==> src/rtl/g729_pitch_settings.svh <==
`ifndef G729_PITCH_SETTINGS_SVH
`define G729_PITCH_SETTINGS_SVH

// excitation memory word address
`define EXC_ADDR_W 12

// interpolation filter shape
`define INTER_TAPS 10  // taps on each side
`define UP_SAMP 3      // upsampling factor
`define INTER_LEN 31   // UP_SAMP * INTER_TAPS + 1
`define INTER_IDX_W 5

// longest sub-frame handled
`define SUBFR_MAX 40

`endif

==> src/rtl/g729_pitch_pkg.sv <==
`include "g729_pitch_settings.svh"

package g729_pitch_pkg;

	// Q15 speech sample, also used for table coefficients
	typedef logic signed [15:0] sample_t;

	// L_mac accumulator
	typedef logic signed [31:0] acc_t;

	// word address into the excitation RAM
	typedef logic [`EXC_ADDR_W-1:0] exc_addr_t;

endpackage

==> src/rtl/basic_op_unit.sv <==
`include "g729_pitch_settings.svh"

module basic_op_unit (
	input  g729_pitch_pkg::sample_t add_a,
	input  g729_pitch_pkg::sample_t add_b,
	output g729_pitch_pkg::sample_t add_out,
	input  g729_pitch_pkg::sample_t sub_a,
	input  g729_pitch_pkg::sample_t sub_b,
	output g729_pitch_pkg::sample_t sub_out,
	input  g729_pitch_pkg::sample_t neg_in,
	output g729_pitch_pkg::sample_t neg_out,
	input  g729_pitch_pkg::acc_t    mac_acc,
	input  g729_pitch_pkg::sample_t mac_a,
	input  g729_pitch_pkg::sample_t mac_b,
	output g729_pitch_pkg::acc_t    mac_out,
	input  g729_pitch_pkg::acc_t    round_in,
	output g729_pitch_pkg::sample_t round_out
);
	import g729_pitch_pkg::*;

	acc_t prod;
	acc_t mult;
	acc_t round_sum;

	// clip a 17-bit sum into 16 bits
	function automatic sample_t sat16(input logic signed [16:0] v);
		if (v > 17'sd32767)
			return 16'sh7fff;
		else if (v < -17'sd32768)
			return 16'sh8000;
		return v[15:0];
	endfunction

	// L_add, 32-bit add with saturation
	function automatic acc_t l_add(input acc_t a, input acc_t b);
		logic signed [32:0] sum;
		sum = {a[31], a} + {b[31], b};
		if (sum[32] != sum[31])
			return sum[32] ? 32'sh8000_0000 : 32'sh7fff_ffff;
		return sum[31:0];
	endfunction

	assign add_out = sat16({add_a[15], add_a} + {add_b[15], add_b});
	assign sub_out = sat16({sub_a[15], sub_a} - {sub_b[15], sub_b});
	assign neg_out = (neg_in == 16'sh8000) ? 16'sh7fff : -neg_in;

	////////////////////////////////////////
	// L_mult then L_add
	////////////////////////////////////////
	assign prod = mac_a * mac_b;
	assign mult = (prod == 32'sh4000_0000) ? 32'sh7fff_ffff : (prod <<< 1); // -1 * -1 clips
	assign mac_out = l_add(mac_acc, mult);

	assign round_sum = l_add(round_in, 32'sh0000_8000);
	assign round_out = round_sum[31:16]; // upper half after rounding

endmodule

==> src/rtl/pred_lt_3.sv <==
`include "g729_pitch_settings.svh"

module pred_lt_3 (
	input  logic                      clk,
	input  logic                      reset,
	input  logic                      start,
	input  g729_pitch_pkg::exc_addr_t exc_base,
	input  g729_pitch_pkg::sample_t   t0,
	input  g729_pitch_pkg::sample_t   frac,
	input  g729_pitch_pkg::sample_t   l_subfr,
	output logic                      busy,
	output logic                      done,
	output logic                      req_valid,
	output logic                      req_write,
	input  logic                      req_ready,
	output g729_pitch_pkg::exc_addr_t req_addr,
	output g729_pitch_pkg::sample_t   req_wdata,
	input  logic                      rsp_valid,
	input  g729_pitch_pkg::sample_t   rsp_data,
	output logic [`INTER_IDX_W-1:0]   rom_addr,
	input  g729_pitch_pkg::sample_t   rom_data
);
	import g729_pitch_pkg::*;

	localparam int LEN_W = $clog2(`SUBFR_MAX + 1);
	localparam int TAP_W = $clog2(`INTER_TAPS);
	localparam int IDX_W = `INTER_IDX_W;

	localparam logic [2:0] S_IDLE   = 3'd0;
	localparam logic [2:0] S_NEG    = 3'd1;
	localparam logic [2:0] S_SAMPLE = 3'd2;
	localparam logic [2:0] S_COEF   = 3'd3;
	localparam logic [2:0] S_TAP_A  = 3'd4;
	localparam logic [2:0] S_TAP_B  = 3'd5;
	localparam logic [2:0] S_WRITE  = 3'd6;

	logic [2:0] state;
	logic [LEN_W-1:0] j;
	logic [LEN_W-1:0] len_r;
	logic [TAP_W-1:0] i;
	logic [IDX_W-1:0] k;    // 3*i
	logic [IDX_W-1:0] c1;
	logic [IDX_W-1:0] c2;
	logic fire;
	exc_addr_t base_r;
	exc_addr_t x0;
	exc_addr_t x1;
	exc_addr_t x2;
	sample_t frac_r;
	acc_t s;

	sample_t add_out;
	sample_t sub_out;
	sample_t neg_out;
	acc_t mac_out;
	sample_t round_out;

	basic_op_unit u_ops (
		.add_a(neg_out),
		.add_b(sample_t'(`UP_SAMP)),
		.add_out(add_out),
		.sub_a(sample_t'(`UP_SAMP)),
		.sub_b(frac_r),
		.sub_out(sub_out),
		.neg_in(frac_r),
		.neg_out(neg_out),
		.mac_acc(s),
		.mac_a(rsp_data),
		.mac_b(rom_data),
		.mac_out(mac_out),
		.round_in(rsp_valid ? mac_out : s), // last tap folds into the round
		.round_out(round_out)
	);

	assign fire = req_valid && req_ready;
	assign busy = (state != S_IDLE);
	assign c1 = frac_r[IDX_W-1:0];

	////////////////////////////////////////
	// memory and table requests
	////////////////////////////////////////
	always_comb
	begin
		req_valid = 1'b0;
		req_write = 1'b0;
		req_addr = x1 - exc_addr_t'(i); // x1[-i]
		req_wdata = round_out;
		rom_addr = c1 + k;
		case (state)
			S_TAP_A:
				req_valid = 1'b1;
			S_TAP_B:
			begin
				req_valid = 1'b1;
				req_addr = x2 + exc_addr_t'(i); // x2[i]
				rom_addr = c2 + k;
			end
			S_WRITE:
			begin
				req_valid = 1'b1;
				req_write = 1'b1;
				req_addr = base_r + exc_addr_t'(j); // exc[j]
			end
			default: ;
		endcase
	end

	////////////////////////////////////////
	// loop control
	////////////////////////////////////////
	always_ff @(posedge clk)
	begin
		if (reset)
		begin
			state <= S_IDLE;
			i <= '0;
			j <= '0;
			k <= '0;
			done <= 1'b0;
		end
		else
		begin
			done <= 1'b0;
			case (state)
				S_IDLE:
					if (start)
					begin
						j <= '0;
						state <= S_NEG;
					end
				S_NEG:
					if (len_r == '0)
					begin
						done <= 1'b1; // nothing to build
						state <= S_IDLE;
					end
					else
						state <= S_SAMPLE;
				S_SAMPLE:
				begin
					i <= '0;
					k <= '0;
					state <= S_COEF;
				end
				S_COEF:
					state <= S_TAP_A;
				S_TAP_A:
					if (fire)
						state <= S_TAP_B;
				S_TAP_B:
					if (fire)
					begin
						if (i == TAP_W'(`INTER_TAPS - 1))
							state <= S_WRITE;
						else
						begin
							i <= i + 1'b1;
							k <= k + IDX_W'(`UP_SAMP);
							state <= S_TAP_A;
						end
					end
				S_WRITE:
					if (fire)
					begin
						j <= j + 1'b1;
						if (j + 1'b1 == len_r)
						begin
							done <= 1'b1;
							state <= S_IDLE;
						end
						else
							state <= S_SAMPLE;
					end
				default:
					state <= S_IDLE;
			endcase
		end
	end

	////////////////////////////////////////
	// pointers, fraction and accumulator
	////////////////////////////////////////
	always_ff @(posedge clk)
	begin
		case (state)
			S_IDLE:
				if (start)
				begin
					base_r <= exc_base;
					x0 <= exc_base - exc_addr_t'(t0); // &exc[-t0]
					frac_r <= frac;
					if (l_subfr > sample_t'(`SUBFR_MAX))
						len_r <= LEN_W'(`SUBFR_MAX);
					else if (l_subfr < 0)
						len_r <= '0;
					else
						len_r <= l_subfr[LEN_W-1:0];
				end
			S_NEG:
				if (neg_out < 0)
				begin
					frac_r <= add_out; // frac += 3
					x0 <= x0 - 1'b1;
				end
				else
					frac_r <= neg_out;
			S_SAMPLE:
			begin
				x1 <= x0;
				x2 <= x0 + 1'b1;
				x0 <= x0 + 1'b1;
			end
			default: ;
		endcase

		if (state == S_COEF)
		begin
			c2 <= sub_out[IDX_W-1:0]; // 3 - frac
			s <= '0;
		end
		else if (rsp_valid)
			s <= mac_out;
	end

endmodule

==> config.mk <==
export PLATFORM = sky130hd
export DESIGN_NAME = pred_lt_3
export DESIGN_NICKNAME = d
export VERILOG_FILES = /design/src/rtl/g729_pitch_pkg.sv /design/src/rtl/basic_op_unit.sv /design/src/rtl/pred_lt_3.sv
export VERILOG_INCLUDE_DIRS = /design/src /design/src/rtl
export SDC_FILE = /design/constraint.sdc
export NUM_CORES = 1
export LEC_CHECK = 0
export ABC_AREA = 0
export BUFFER_PORTS_ARGS = -buffer_cell sky130_fd_sc_hd__buf_4
export CAP_MARGIN = 25
export CORE_MARGIN = 2
export CORE_UTILIZATION = 33
export DETAILED_ROUTE_END_ITERATION = 12
export GPL_TIMING_DRIVEN = 0
export PLACE_DENSITY = 0.57
export SLEW_MARGIN = 20
export SYNTH_ARGS = -nofsm -noshare
export SYNTH_HDL_FRONTEND = slang
export SYNTH_SLANG_ARGS = --single-unit
export TNS_END_PERCENT = 20
==> constraint.sdc <==
create_clock -name clk -period 27.2 [get_ports clk]
set_clock_uncertainty 0.05 [all_clocks]
set_input_delay 5.44 -clock clk [delete_from_list [all_inputs] [get_ports clk]]
set_output_delay 5.44 -clock clk [all_outputs]
set_load 0.01 [all_outputs]
### After elaboration in Yosys (flattened, before gate mapping)

Cells that the tools add are included.

| word-level totals | value |
|---|---|
| output and inout port bits | 37 |
| register bits after elaboration | 126 |
| input bits | 97 |
| logic and storage cells | 125 |

| operators by class | value |
|---|---|
| order comparisons | 7 |
| add/sub/neg operators | 16 |
| reduce and logical (&&, ||, !) cells | 16 |
| equality and inequality tests | 18 |
| multiply operators | 1 |
| mux-type cells | 53 |

Operators by type and width:

| operator | count |
|---|---|
| 2-to-1 mux 32 bit | 8 |
| 2-to-1 mux 16 bit | 6 |
| case mux 12 bit (3 select lines) | 1 |
| greater-than comparator 17 x 16 -> 1 bit (second input constant) | 2 |
| less-than comparator 17 x 16 -> 1 bit (second input constant) | 2 |
| adder 32 x 17 -> 33 bit (second input constant) | 1 |
| adder 32 x 32 -> 33 bit | 1 |
| equality test 32 bit (second input constant) | 1 |
| less-than comparator 16 x 1 -> 1 bit (second input constant) | 2 |
| multiplier 16 x 16 -> 32 bit | 1 |
| case mux 16 bit (2 select lines) | 1 |
| 2-to-1 mux 5 bit | 6 |
| 2-to-1 mux 12 bit | 2 |
| case mux 12 bit (2 select lines) | 1 |
| case mux 3 bit (7 select lines) | 1 |
| 2-to-1 mux 6 bit | 3 |
| adder 16 x 3 -> 17 bit (second input constant) | 1 |
| subtractor 3 x 16 -> 17 bit (first input constant) | 1 |
| equality test 16 bit (second input constant) | 1 |
| greater-than comparator 16 x 7 -> 1 bit (second input constant) | 1 |
| negator 16 bit | 1 |
| adder 12 x 1 -> 12 bit (second input constant) | 1 |
| adder 12 x 4 -> 12 bit | 1 |
| adder 12 x 6 -> 12 bit | 1 |
| other kinds (32) | 64 |

### Depth between registers and ports, before layout

Gate-level depths: netlist of the first run.

| logic depth | value |
|---|---|
| word-level depth | 12 |
| gate-level depth with buffers | 56 |
| gate-level depth less buffers | 48 |

### By module

From an unflattened synthesis of the first run, not the netlist that was laid out.

| unflattened totals | value |
|---|---|
| cells, all modules | 2528 |
| area, all modules | 22026.1 µm² |

Modules (own cells, without submodules):

| module | times used | cells each | seq. area each (µm²) | area an instance (µm²) |
|---|---|---|---|---|
| basic_op_unit | 1 | 1709 | 0.0 | 14101.0 |
| pred_lt_3 | 1 | 819 | 3273.1 | 7925.1 |

### Worst setup path before layout of the first run

No wires, ideal clock.

| timing path | value |
|---|---|
| kind | input port to output port |
| start | input port rsp_data[15] |
| end | output port req_wdata[10] |
| path slack | 4.568 ns |
| buffers on the path | 6 |
| required time | 21.710 ns |
| stages on the path | 51 |
| data arrival time | 17.142 ns |
| cell sequence | clkbuf_1 -> nand2_1 -> fa_1 -> inv_1 -> fa_1 -> fa_1 -> fa_1 -> fa_1 -> inv_1 -> fa_1 -> inv_1 -> ha_1 -> a21oi_1 -> o21ai_1 -> a2111oi_0 -> o21bai_1 -> a211oi_1 -> nor4b_1 -> [15 not listed] -> a21o_1 -> a21oi_1 -> xnor2_1 -> ha_1 -> clkbuf_1 -> nand2_1 -> a2111oi_1 -> or2_1 -> buf_2 -> nor3_1 -> nor2_1 -> ha_1 -> inv_1 -> a211oi_2 -> o211ai_1 -> nand2b_1 -> nor3_2 -> o21bai_1 |

| between the ends | value |
|---|---|
| word-level cells in the longest chain between the ends | 12 |
| elaborated cells between the ends (all ways) | 16 |
| those cells by class | add/sub: 2; mul: 1; eq/ne: 3; mux: 10 |

Ends and longest elaborated chain:

| item | line | RTL |
|---|---|---|
| start: declaration | pred_lt_3.sv:19 | `input g729_pitch_pkg::sample_t rsp_data,` |
| multiplier 16 x 16 -> 32 bit * | basic_op_unit.sv:50 | `assign prod = mac_a * mac_b;` |
| equality test 32 bit | basic_op_unit.sv:51 | `assign mult = (prod == 32'sh4000_0000) ? 32'sh7fff_ffff : (prod <<< 1);` |
| 2-to-1 mux 32 bit * | basic_op_unit.sv:51 |  |
| adder 32 x 32 -> 33 bit * | basic_op_unit.sv:37 | `sum = {a[31], a} + {b[31], b};` |
| 2-to-1 mux 32 bit or inequality test 1 bit (tied branches) | basic_op_unit.sv:39, basic_op_unit.sv:38 |  |
| 2-to-1 mux 32 bit or 2-to-1 mux 1 bit (tied branches) | basic_op_unit.sv:38 | `if (sum[32] != sum[31])` |
| 2-to-1 mux 32 bit * | basic_op_unit.sv:40 | `return sum[31:0];` |
| 2-to-1 mux 32 bit * | - |  |
| net u_ops.round_in[15] | basic_op_unit.sv:16 | `input g729_pitch_pkg::acc_t round_in,` |
| adder 32 x 17 -> 33 bit * | basic_op_unit.sv:37 |  |
| 2-to-1 mux 32 bit or inequality test 1 bit (tied branches) | basic_op_unit.sv:39, basic_op_unit.sv:38 |  |
| 2-to-1 mux 32 bit or 2-to-1 mux 1 bit (tied branches) | basic_op_unit.sv:38 |  |
| 2-to-1 mux 32 bit * | basic_op_unit.sv:40 |  |
| end: declaration | pred_lt_3.sv:17 | `output g729_pitch_pkg::sample_t req_wdata,` |

The timed path passes the listed nets; every way through them passes the cells marked *. The select of a mux whose other input is x is not followed.

### Final worst setup path of the first run

| timing path | value |
|---|---|
| start | input port rom_data[4] |
| end | output port req_wdata[6] |

| between the ends | value |
|---|---|
| word-level cells in the longest chain between the ends | 12 |
| elaborated cells between the ends (all ways) | 16 |
| those cells by class | add/sub: 2; mul: 1; eq/ne: 3; mux: 10 |

Ends and longest elaborated chain:

| item | line | RTL |
|---|---|---|
| start: declaration | pred_lt_3.sv:21 | `input g729_pitch_pkg::sample_t rom_data` |
| multiplier 16 x 16 -> 32 bit * | basic_op_unit.sv:50 |  |
| equality test 32 bit | basic_op_unit.sv:51 |  |
| 2-to-1 mux 32 bit * | basic_op_unit.sv:51 |  |
| adder 32 x 32 -> 33 bit * | basic_op_unit.sv:37 |  |
| 2-to-1 mux 32 bit or inequality test 1 bit (tied branches) | basic_op_unit.sv:39, basic_op_unit.sv:38 |  |
| 2-to-1 mux 32 bit or 2-to-1 mux 1 bit (tied branches) | basic_op_unit.sv:38 |  |
| 2-to-1 mux 32 bit * | basic_op_unit.sv:40 |  |
| 2-to-1 mux 32 bit * | - |  |
| net u_ops.round_in[16] | basic_op_unit.sv:16 |  |
| adder 32 x 17 -> 33 bit * | basic_op_unit.sv:37 |  |
| 2-to-1 mux 32 bit or inequality test 1 bit (tied branches) | basic_op_unit.sv:39, basic_op_unit.sv:38 |  |
| 2-to-1 mux 32 bit or 2-to-1 mux 1 bit (tied branches) | basic_op_unit.sv:38 |  |
| 2-to-1 mux 32 bit * | basic_op_unit.sv:40 |  |

Marks and branches as above.

==> results of run 1 <==
## per-layer routing
layer	vias to the layer above	part of all wire, %	wire length [um]	global-route usage [%]
li1	8862	-	-	-
met3	41	4.6	2770	2.31
met4	0	1.2	741	3.02
met2	384	49	29600	30.6
met5	-	0	0	0
met1	9009	45	26700	24.4
## worst paths after layout
| check | startpoint | endpoint | slack, ns |
|---|---|---|---|
| worst min register to register | x0[2]$_DFFE_PP_ | x1[2]$_DFFE_PN_ | 0.40 |
| worst min-delay path | x0[2]$_DFFE_PP_ | x1[2]$_DFFE_PN_ | 0.40 |
| worst max register to register | register | s[29]$_SDFF_PN0_ | 21.64 |
| worst max-delay path | rom_data[4] | req_wdata[6] | 1.54 |
## cell type report
cell class                 instances  share of cell area [%]
multi-input combinational       1959                    68.0
tap                              855                    4.42
inverter                         377                    5.84
clock inverter                    15                   0.795
clock buffer                      17                    1.76
timing repair buffer             128                    3.95
buffer                           106                    1.76
sequential                       126                    13.5
## metrics by stage
stage	hold WS [ns]	worst slack, ns	cells
finish	0.396	1.54	3583
global route	0.411	0.394	3583
CTS	0.395	1.48	3583
detailed placement	0.383	1.52	3551
global placement	0.383	1.56	3550
floorplan	0.374	4.57	2568
## logic make-up after synthesis
kind of cell,count (synthesis)
flops,126
compound gates,495
buf+inv,483
simple gates,876
mux,21
xor+xnor,142
fa+ha+maj,425
## worst register-to-register path: stages, from the launching register on
cell      delay [ns]
dfxtp_1         0.31
ha_1            0.28
clkbuf_1        0.21
a21oi_1         0.33
o21a_1          0.21
and2_1          0.15
a21oi_1         0.16
o41a_1          0.45
a21o_1          0.19
a21o_1          0.17
a21oi_1         0.16
xnor2_1         0.11
ha_1            0.28
clkbuf_1        0.43
clkbuf_1        0.47
clkbuf_1        0.47
o211ai_1        0.20
o32ai_1         0.69
nor2_1          0.10
## cells in the final DEF, fill, tap and decap left out, drive strengths merged, types with 17 or more instances in the layout
master	count
inv	385
a21o	40
nor2b	21
a31oi	21
ha	157
nand3	38
xnor2	79
and2	151
o21ai	102
nand4	19
a21oi	121
nor3	67
and3	17
o211ai	32
dfxtp	51
nand2b	43
nor2	185
buf	145
edfxtp	75
fa	268
nand2	265
xor2	63
o21a	27
clkbuf	106
==> results.md, run 1 <==
* Layout Nets at roughly 3200
* Largest net degree at the start of global routing at 34
* Die area at a little under 0.07 mm2
* Final worst-path cycle share at between 90% and 100%
* Routability cong. at between 0.8 and 0.9
* Core Util, Final at a little under two fifths
* Endpoint class of the critical path: primary output
* Area Growth Syn to Fin at 12.3%
* CP top delay family: compound AO/OA/AOI/OAI gates
* Post-synth EDFFs at between 70 and 80
* Dpl hpwl at slightly below 50000 um
* Reg2reg path depth at 18
* Clk_lat worst skew at ~0.44 ns
* Final setup fails at 0
* Post-synth top area cell: fa_1
* Fillers at between 6000 and 7000
* Sequential share of the synthesized area at 15.2%
* Startpoint types: primary input
* Synth Register Bits at roughly 130
* Final hold vios at 0
* Vias in the first global route at 17900
* Cell with the most instances after synthesis: inv_1
* Stages on worst setup path at 52
* Ports at between 100 and 150
* Max-Cap Viols at 0
* Commonest cells in the netlist: inv_1, fa_1, nand2_1
* CTS H-tree depth at 4
* Area after DPL at ~0.024 mm2
* CP peak stage delay at about 0.93 ns
* Critical path arrival at approximately 20 ns
* Clk sink count at 126
* Cell row count at 93
* RSZ-0062 raised after global routing: false
* Core Area at 0.0646 mm2
* Die H at about 260 um
* Primary FF master, synth: edfxtp_1
* Initial Util at between 30 and 40%
* Setup_tns at 0 ns
* Slew Limit Fails at 0
* Antenna violations before repair at 1
* Wirelength per Cell at around 17 um
* Final Instance Area at ~0.024 mm2
* Initial DRC count at 1111
* Overflow after GRT at 0
* GRT Total Usage at between 10% and 20%
* Cts hold-fix bufs at 0
* Worst Hold Class: reg -> reg
* Setup bufs post-CTS at 0
* Most frequent CP cell: fa_1
* # resized after CTS at 0
* Area contributors post-synth: fa_1, edfxtp_1, ha_1
* Clock buffer count from CTS at 17
* Total number of vias at roughly 18000
* Post-Route WL at between 50000 and 60000 um
* IO Port Bufs at 127
* Post-Synthesis Net Count at a little over 3000
* Fraction of layout cells with a size suffix above 1 at under 10%
* Die Width at between 200 and 300 um
* Post-synthesis compound-gate area fraction at between 10% and 20%
* Worst slew margin at around 30%
* Residual DRC at 0
* Synthesized instance count at between 2000 and 3000
* Largest family of logic cells by synthesized area: adder cells
* Synth Area in Adders at between 30% and 40%
* Footprint of the multi-input gates at around 0.016 mm2
* Critical path type: in -> out
* Crit path max fanout at 10
* Synthesis Warnings at 0
* Status: complete, no violations
* Register area at between 0.003 and 0.004 mm2
* First-pass GRT wire length at 96100 um
* Post-Syn Area per Cell at between 8 and 9 um2
* Distinct cells, synth at 92
* Slew @ Worst Pin at between 1 and 1.5 ns
* Final antenna diode count at 0
* CTS tree: built
* Worst Hold Depth at 0
* Vias/cell at ~5.1
* Post-Synth Simple-Gate Area at 20.1%
* CP Buf/Inv Count at 11
* Final Critical Period at roughly 26 ns
* Post-synthesis mux area share at just over 1%
* Post-synth top area share at 24.9%
* Final ANT Viol Nets at 0
* Pre-Repair DR Iteration Count at 5
* Post-synthesis cell area at roughly 0.022 mm2
* XOR/XNOR Fraction of Synth Area at between 5 and 6%
* Slowest-stage cell, CP: fa_1
* Clock root cell: clkbuf_16
* Fmax at approximately 39 MHz
* Clock-pin slew on the worst setup and hold paths at 0.07 ns
* Critical path data required time at approximately 22 ns
* Clock buffer depth at 2
* Ys async rst share at 0%
Power of run 1 is left out: the tool's default activity adds up to more than one toggle a clock period on the data nets, which glitch-free logic cannot reach.
==> inputs of run 2 (changes only) <==
--- a/config.mk
+++ b/config.mk
@@ -6,14 +6,16 @@
 export SDC_FILE = /design/constraint.sdc
 export NUM_CORES = 1
 export LEC_CHECK = 0
-export ABC_AREA = 0
+export ABC_AREA = 1
 export BUFFER_PORTS_ARGS = -buffer_cell sky130_fd_sc_hd__buf_4
 export CAP_MARGIN = 25
+export CORE_ASPECT_RATIO = 1.2
 export CORE_MARGIN = 2
 export CORE_UTILIZATION = 33
+export CTS_CLUSTER_DIAMETER = 60
 export DETAILED_ROUTE_END_ITERATION = 12
 export GPL_TIMING_DRIVEN = 0
-export PLACE_DENSITY = 0.57
+export PLACE_DENSITY = 0.56
 export SLEW_MARGIN = 20
 export SYNTH_ARGS = -nofsm -noshare
 export SYNTH_HDL_FRONTEND = slang
==> results.md, run 2 <==
* Setup bufs post-CTS at 0 (unchanged)
* Post-Synthesis Net Count at 3768 (was 3090)
* Worst Hold Class: reg -> reg (unchanged)
* Hold EP: x1[11]$_DFFE_PN_ (was x1[2]$_DFFE_PN_)
* Ports at 134 (unchanged)
* Endpoint class of the critical path: primary output (unchanged)
* Core Area at 0.0673 mm2 (was 0.0646 mm2)
* Critical path arrival at 17.61 ns (was 20.17 ns)
* Status: complete, no violations (unchanged)
* Distinct cells, synth at 56 (was 92)
* Wirelength per Cell at 15.4 um (was 16.7 um)
* Startpoint types: primary input (unchanged)
* CTS tree: built (unchanged)
* Antenna violations before repair at 0 (was 1)
* Layout Nets at 3890 (was 3237)
* Most frequent cells in the layout: nand2_1, inv_1, fa_1 (was inv_1, fa_1, nand2_1)
* Synthesis Warnings at 0 (unchanged)
* Clock root cell: clkbuf_16 (unchanged)
* CP Buf/Inv Count at 15 (was 11)
* Crit path max fanout at 10 (unchanged)
* Area after DPL at 0.0244 mm2 (was 0.0236 mm2)
* Pre-Repair DR Iteration Count at 6 (was 5)
* Final antenna diode count at 0 (unchanged)
* Setup_tns at 0 ns (unchanged)
* Area contributors post-synth: fa_1, nand2_1, inv_1 (was fa_1, edfxtp_1, ha_1)
* Slew @ Worst Pin at 0.910 ns (was 1.05 ns)
* Vias in the first global route at 20300 (was 17900)
* Overflow after GRT at 0 (unchanged)
* Final worst-path cycle share at 84.9% (was 94.3%)
* Cts hold-fix bufs at 0 (unchanged)
* Final ANT Viol Nets at 0 (unchanged)
* Clock buffer count from CTS at 17 (unchanged)
* M2 GR Usage at 36.3% (was 30.6%)
* Reg2reg path depth at 22 (was 18)
* Slew Limit Fails at 0 (unchanged)
* Post-synth top area cell: fa_1 (unchanged)
* Clock-pin slew on the worst setup and hold paths at 0.07 ns (about the same)
* RSZ-0062 raised after global routing: false (unchanged)
* Synthesized instance count at 3246 (was 2568)
* Worst slew margin at 38.9% (was 29.8%)
* Initial Util at 33.5% (was 33.4%)
* Post-route setup slack at 4.10 ns (was 1.54 ns)
* Critical path type: in -> out (unchanged)
* R2r endpoint: frac_r[10]$_DFFE_PP_ (was s[29]$_SDFF_PN0_)
* Cell with the most instances after synthesis: nand2_1 (was inv_1)
* Core Util, Final at 37.2% (was 37.5%)
* Commonest cells in the netlist: nand2_1, inv_1, fa_1 (was inv_1, fa_1, nand2_1)
* Residual DRC at 0 (unchanged)
* Final Instance Area at 0.0250 mm2 (was 0.0242 mm2)
* Die area at 0.0703 mm2 (was 0.0674 mm2)
* Met3 usage in global routing at 1.89% (was 2.31%)
* GRT Total Usage at 19.3% (was 17.9%)
* Die Width at 242 um (was 260 um)
* Synth Register Bits at 126 (unchanged)
* Post-Syn Area per Cell at 6.94 um2 (was 8.40 um2)
* Met1 Resource Use GR at 22.9% (was 24.4%)
* Sequential share of the synthesized area at 14.5% (was 15.2%)
* Dpl hpwl at 56100 um (was 49500 um)
* Largest net degree at the start of global routing at 34 (unchanged)
* Ys async rst share at 0% (unchanged)
* CTS H-tree depth at 4 (unchanged)
* Max-Cap Viols at 0 (unchanged)
* Clock buffer depth at 2 (unchanged)
* Clk sink count at 126 (unchanged)
* Primary FF master, synth: edfxtp_1 (unchanged)
* CP top delay family: adder cells (was compound AO/OA/AOI/OAI gates)
* Post-synth EDFFs at 75 (unchanged)
* Post-synth top area share at 23.8% (was 24.9%)
* Final hold vios at 0 (unchanged)
* Worst Hold Depth at 0 (unchanged)
* Busiest grt layer: met2 (unchanged)
* Cell row count at 104 (was 93)
* First-pass GRT wire length at 108000 um (was 96100 um)
* Dpl ws at 4.09 ns (was 1.52 ns)
* Slowest-stage cell, CP: fa_1 (unchanged)
* Final setup fails at 0 (unchanged)
* IO Port Bufs at 101 (was 127)
* Flop-to-flop setup slack at 23.10 ns (was 21.64 ns)
* Total number of vias at 19900 (was 18300)
* Worst R2R Start: frac_r[0]$_DFFE_PP_
* # resized after CTS at 0 (unchanged)
* Post-Route WL at 65900 um (was 59800 um)
* Fmax at 43.3 MHz (was 39.0 MHz)
* Final Critical Period at 23.10 ns (was 25.66 ns)
* Area Growth Syn to Fin at 11.1% (was 12.3%)
* Commonest non-fill, non-tap cell in the layout: nand2_1 (was inv_1)
* Routability cong. at 0.912 (was 0.884)
* CP peak stage delay at 0.96 ns (was 0.93 ns)
* Critical path data required time at 21.71 ns (about the same)
* Fraction of layout cells with a size suffix above 1 at 7.10% (was 7.59%)
* Clk_lat worst skew at 0.46 ns (was 0.44 ns)
* Initial DRC count at 984 (was 1111)
* Hold path startpoint: x0[11]$_DFFE_PP_ (was x0[2]$_DFFE_PP_)
* Post-synthesis cell area at 0.0225 mm2 (was 0.0216 mm2)
* Die H at 290 um (was 260 um)
* Vias/cell at 4.65 (was 5.11)
==> run 2: cell count changes in the layout (fill, tap and decap cells not counted), moves of 31 or more <==
cell and change:
xnor2_1 -52, nor2_1 +74, a21o_1 -31, inv_1 +388, and2_1 -144, nand2b_1 -43, nand2_1 +598, nand3_1 +107
nor3_1 -37
==> run 2: how the worst max path moves through the flow <==
| stage | cells past startpoint | start | slack, ns | end |
|---|---|---|---|---|
| 2_1_floorplan | 55 | rom_data[5] | 6.47 | req_wdata[10] |
| 3_3_place_gp | 52 | rom_data[5] | 4.04 | req_wdata[10] |
| 3_5_place_dp | 52 | rom_data[5] | 4.09 | req_wdata[10] |
| 4_1_cts | 52 | rom_data[5] | 4.04 | req_wdata[10] |
| 5_1_grt | 53 | rom_data[5] | 3.05 | req_wdata[10] |
| 6_report | 52 | rom_data[6] | 4.10 | req_wdata[10] |
==> run 2: area by class of cell <==
type,count,area [um2]
buffer,96,397
clock buffer,17,425
clock inverter,15,166
fill,7290,42300
inverter,770,2890
multi-input combinational,2254,16000
sequential,126,3270
tap,901,1130
timing repair buffer,103,773
==> run 2: metal layers <==
| layer | part of all wire [%] | routed length [um] |
|---|---|---|
| met5 | 0 | 0 |
| met4 | 2.8 | 1850 |
| met3 | 3.1 | 2060 |
| met2 | 52 | 34500 |
| met1 | 42 | 27500 |
==> run 2: cell families after synthesis <==
kind of cell,share of synthesized area [%]
AO/OA/AOI/OAI,8.07
XOR/XNOR,3.42
adder cells (fa/ha/maj),32.6
buffers and inverters,14.6
flip-flops,14.5
AND/OR/NAND/NOR,26.8
==> run 2: worst register-to-register path: cells and delay by family (launching register included) <==
family | cells | cell delay [ns]
fa+ha+maj | 2 | 0.58
buf+inv | 4 | 0.69
flops | 1 | 0.42
simple gates | 16 | 2.12
==> run 2: through the flow <==
| step | hold slack (ns) | cells |
|---|---|---|
| 3_3_place_gp | 0.381 | 4248 |
| 4_1_cts | 0.404 | 4282 |
| 2_1_floorplan | 0.371 | 3246 |
| 6_report | 0.404 | 4282 |
| 3_5_place_dp | 0.385 | 4250 |
| 5_1_grt | 0.417 | 4282 |
Power of run 2 is left out for the same reason.
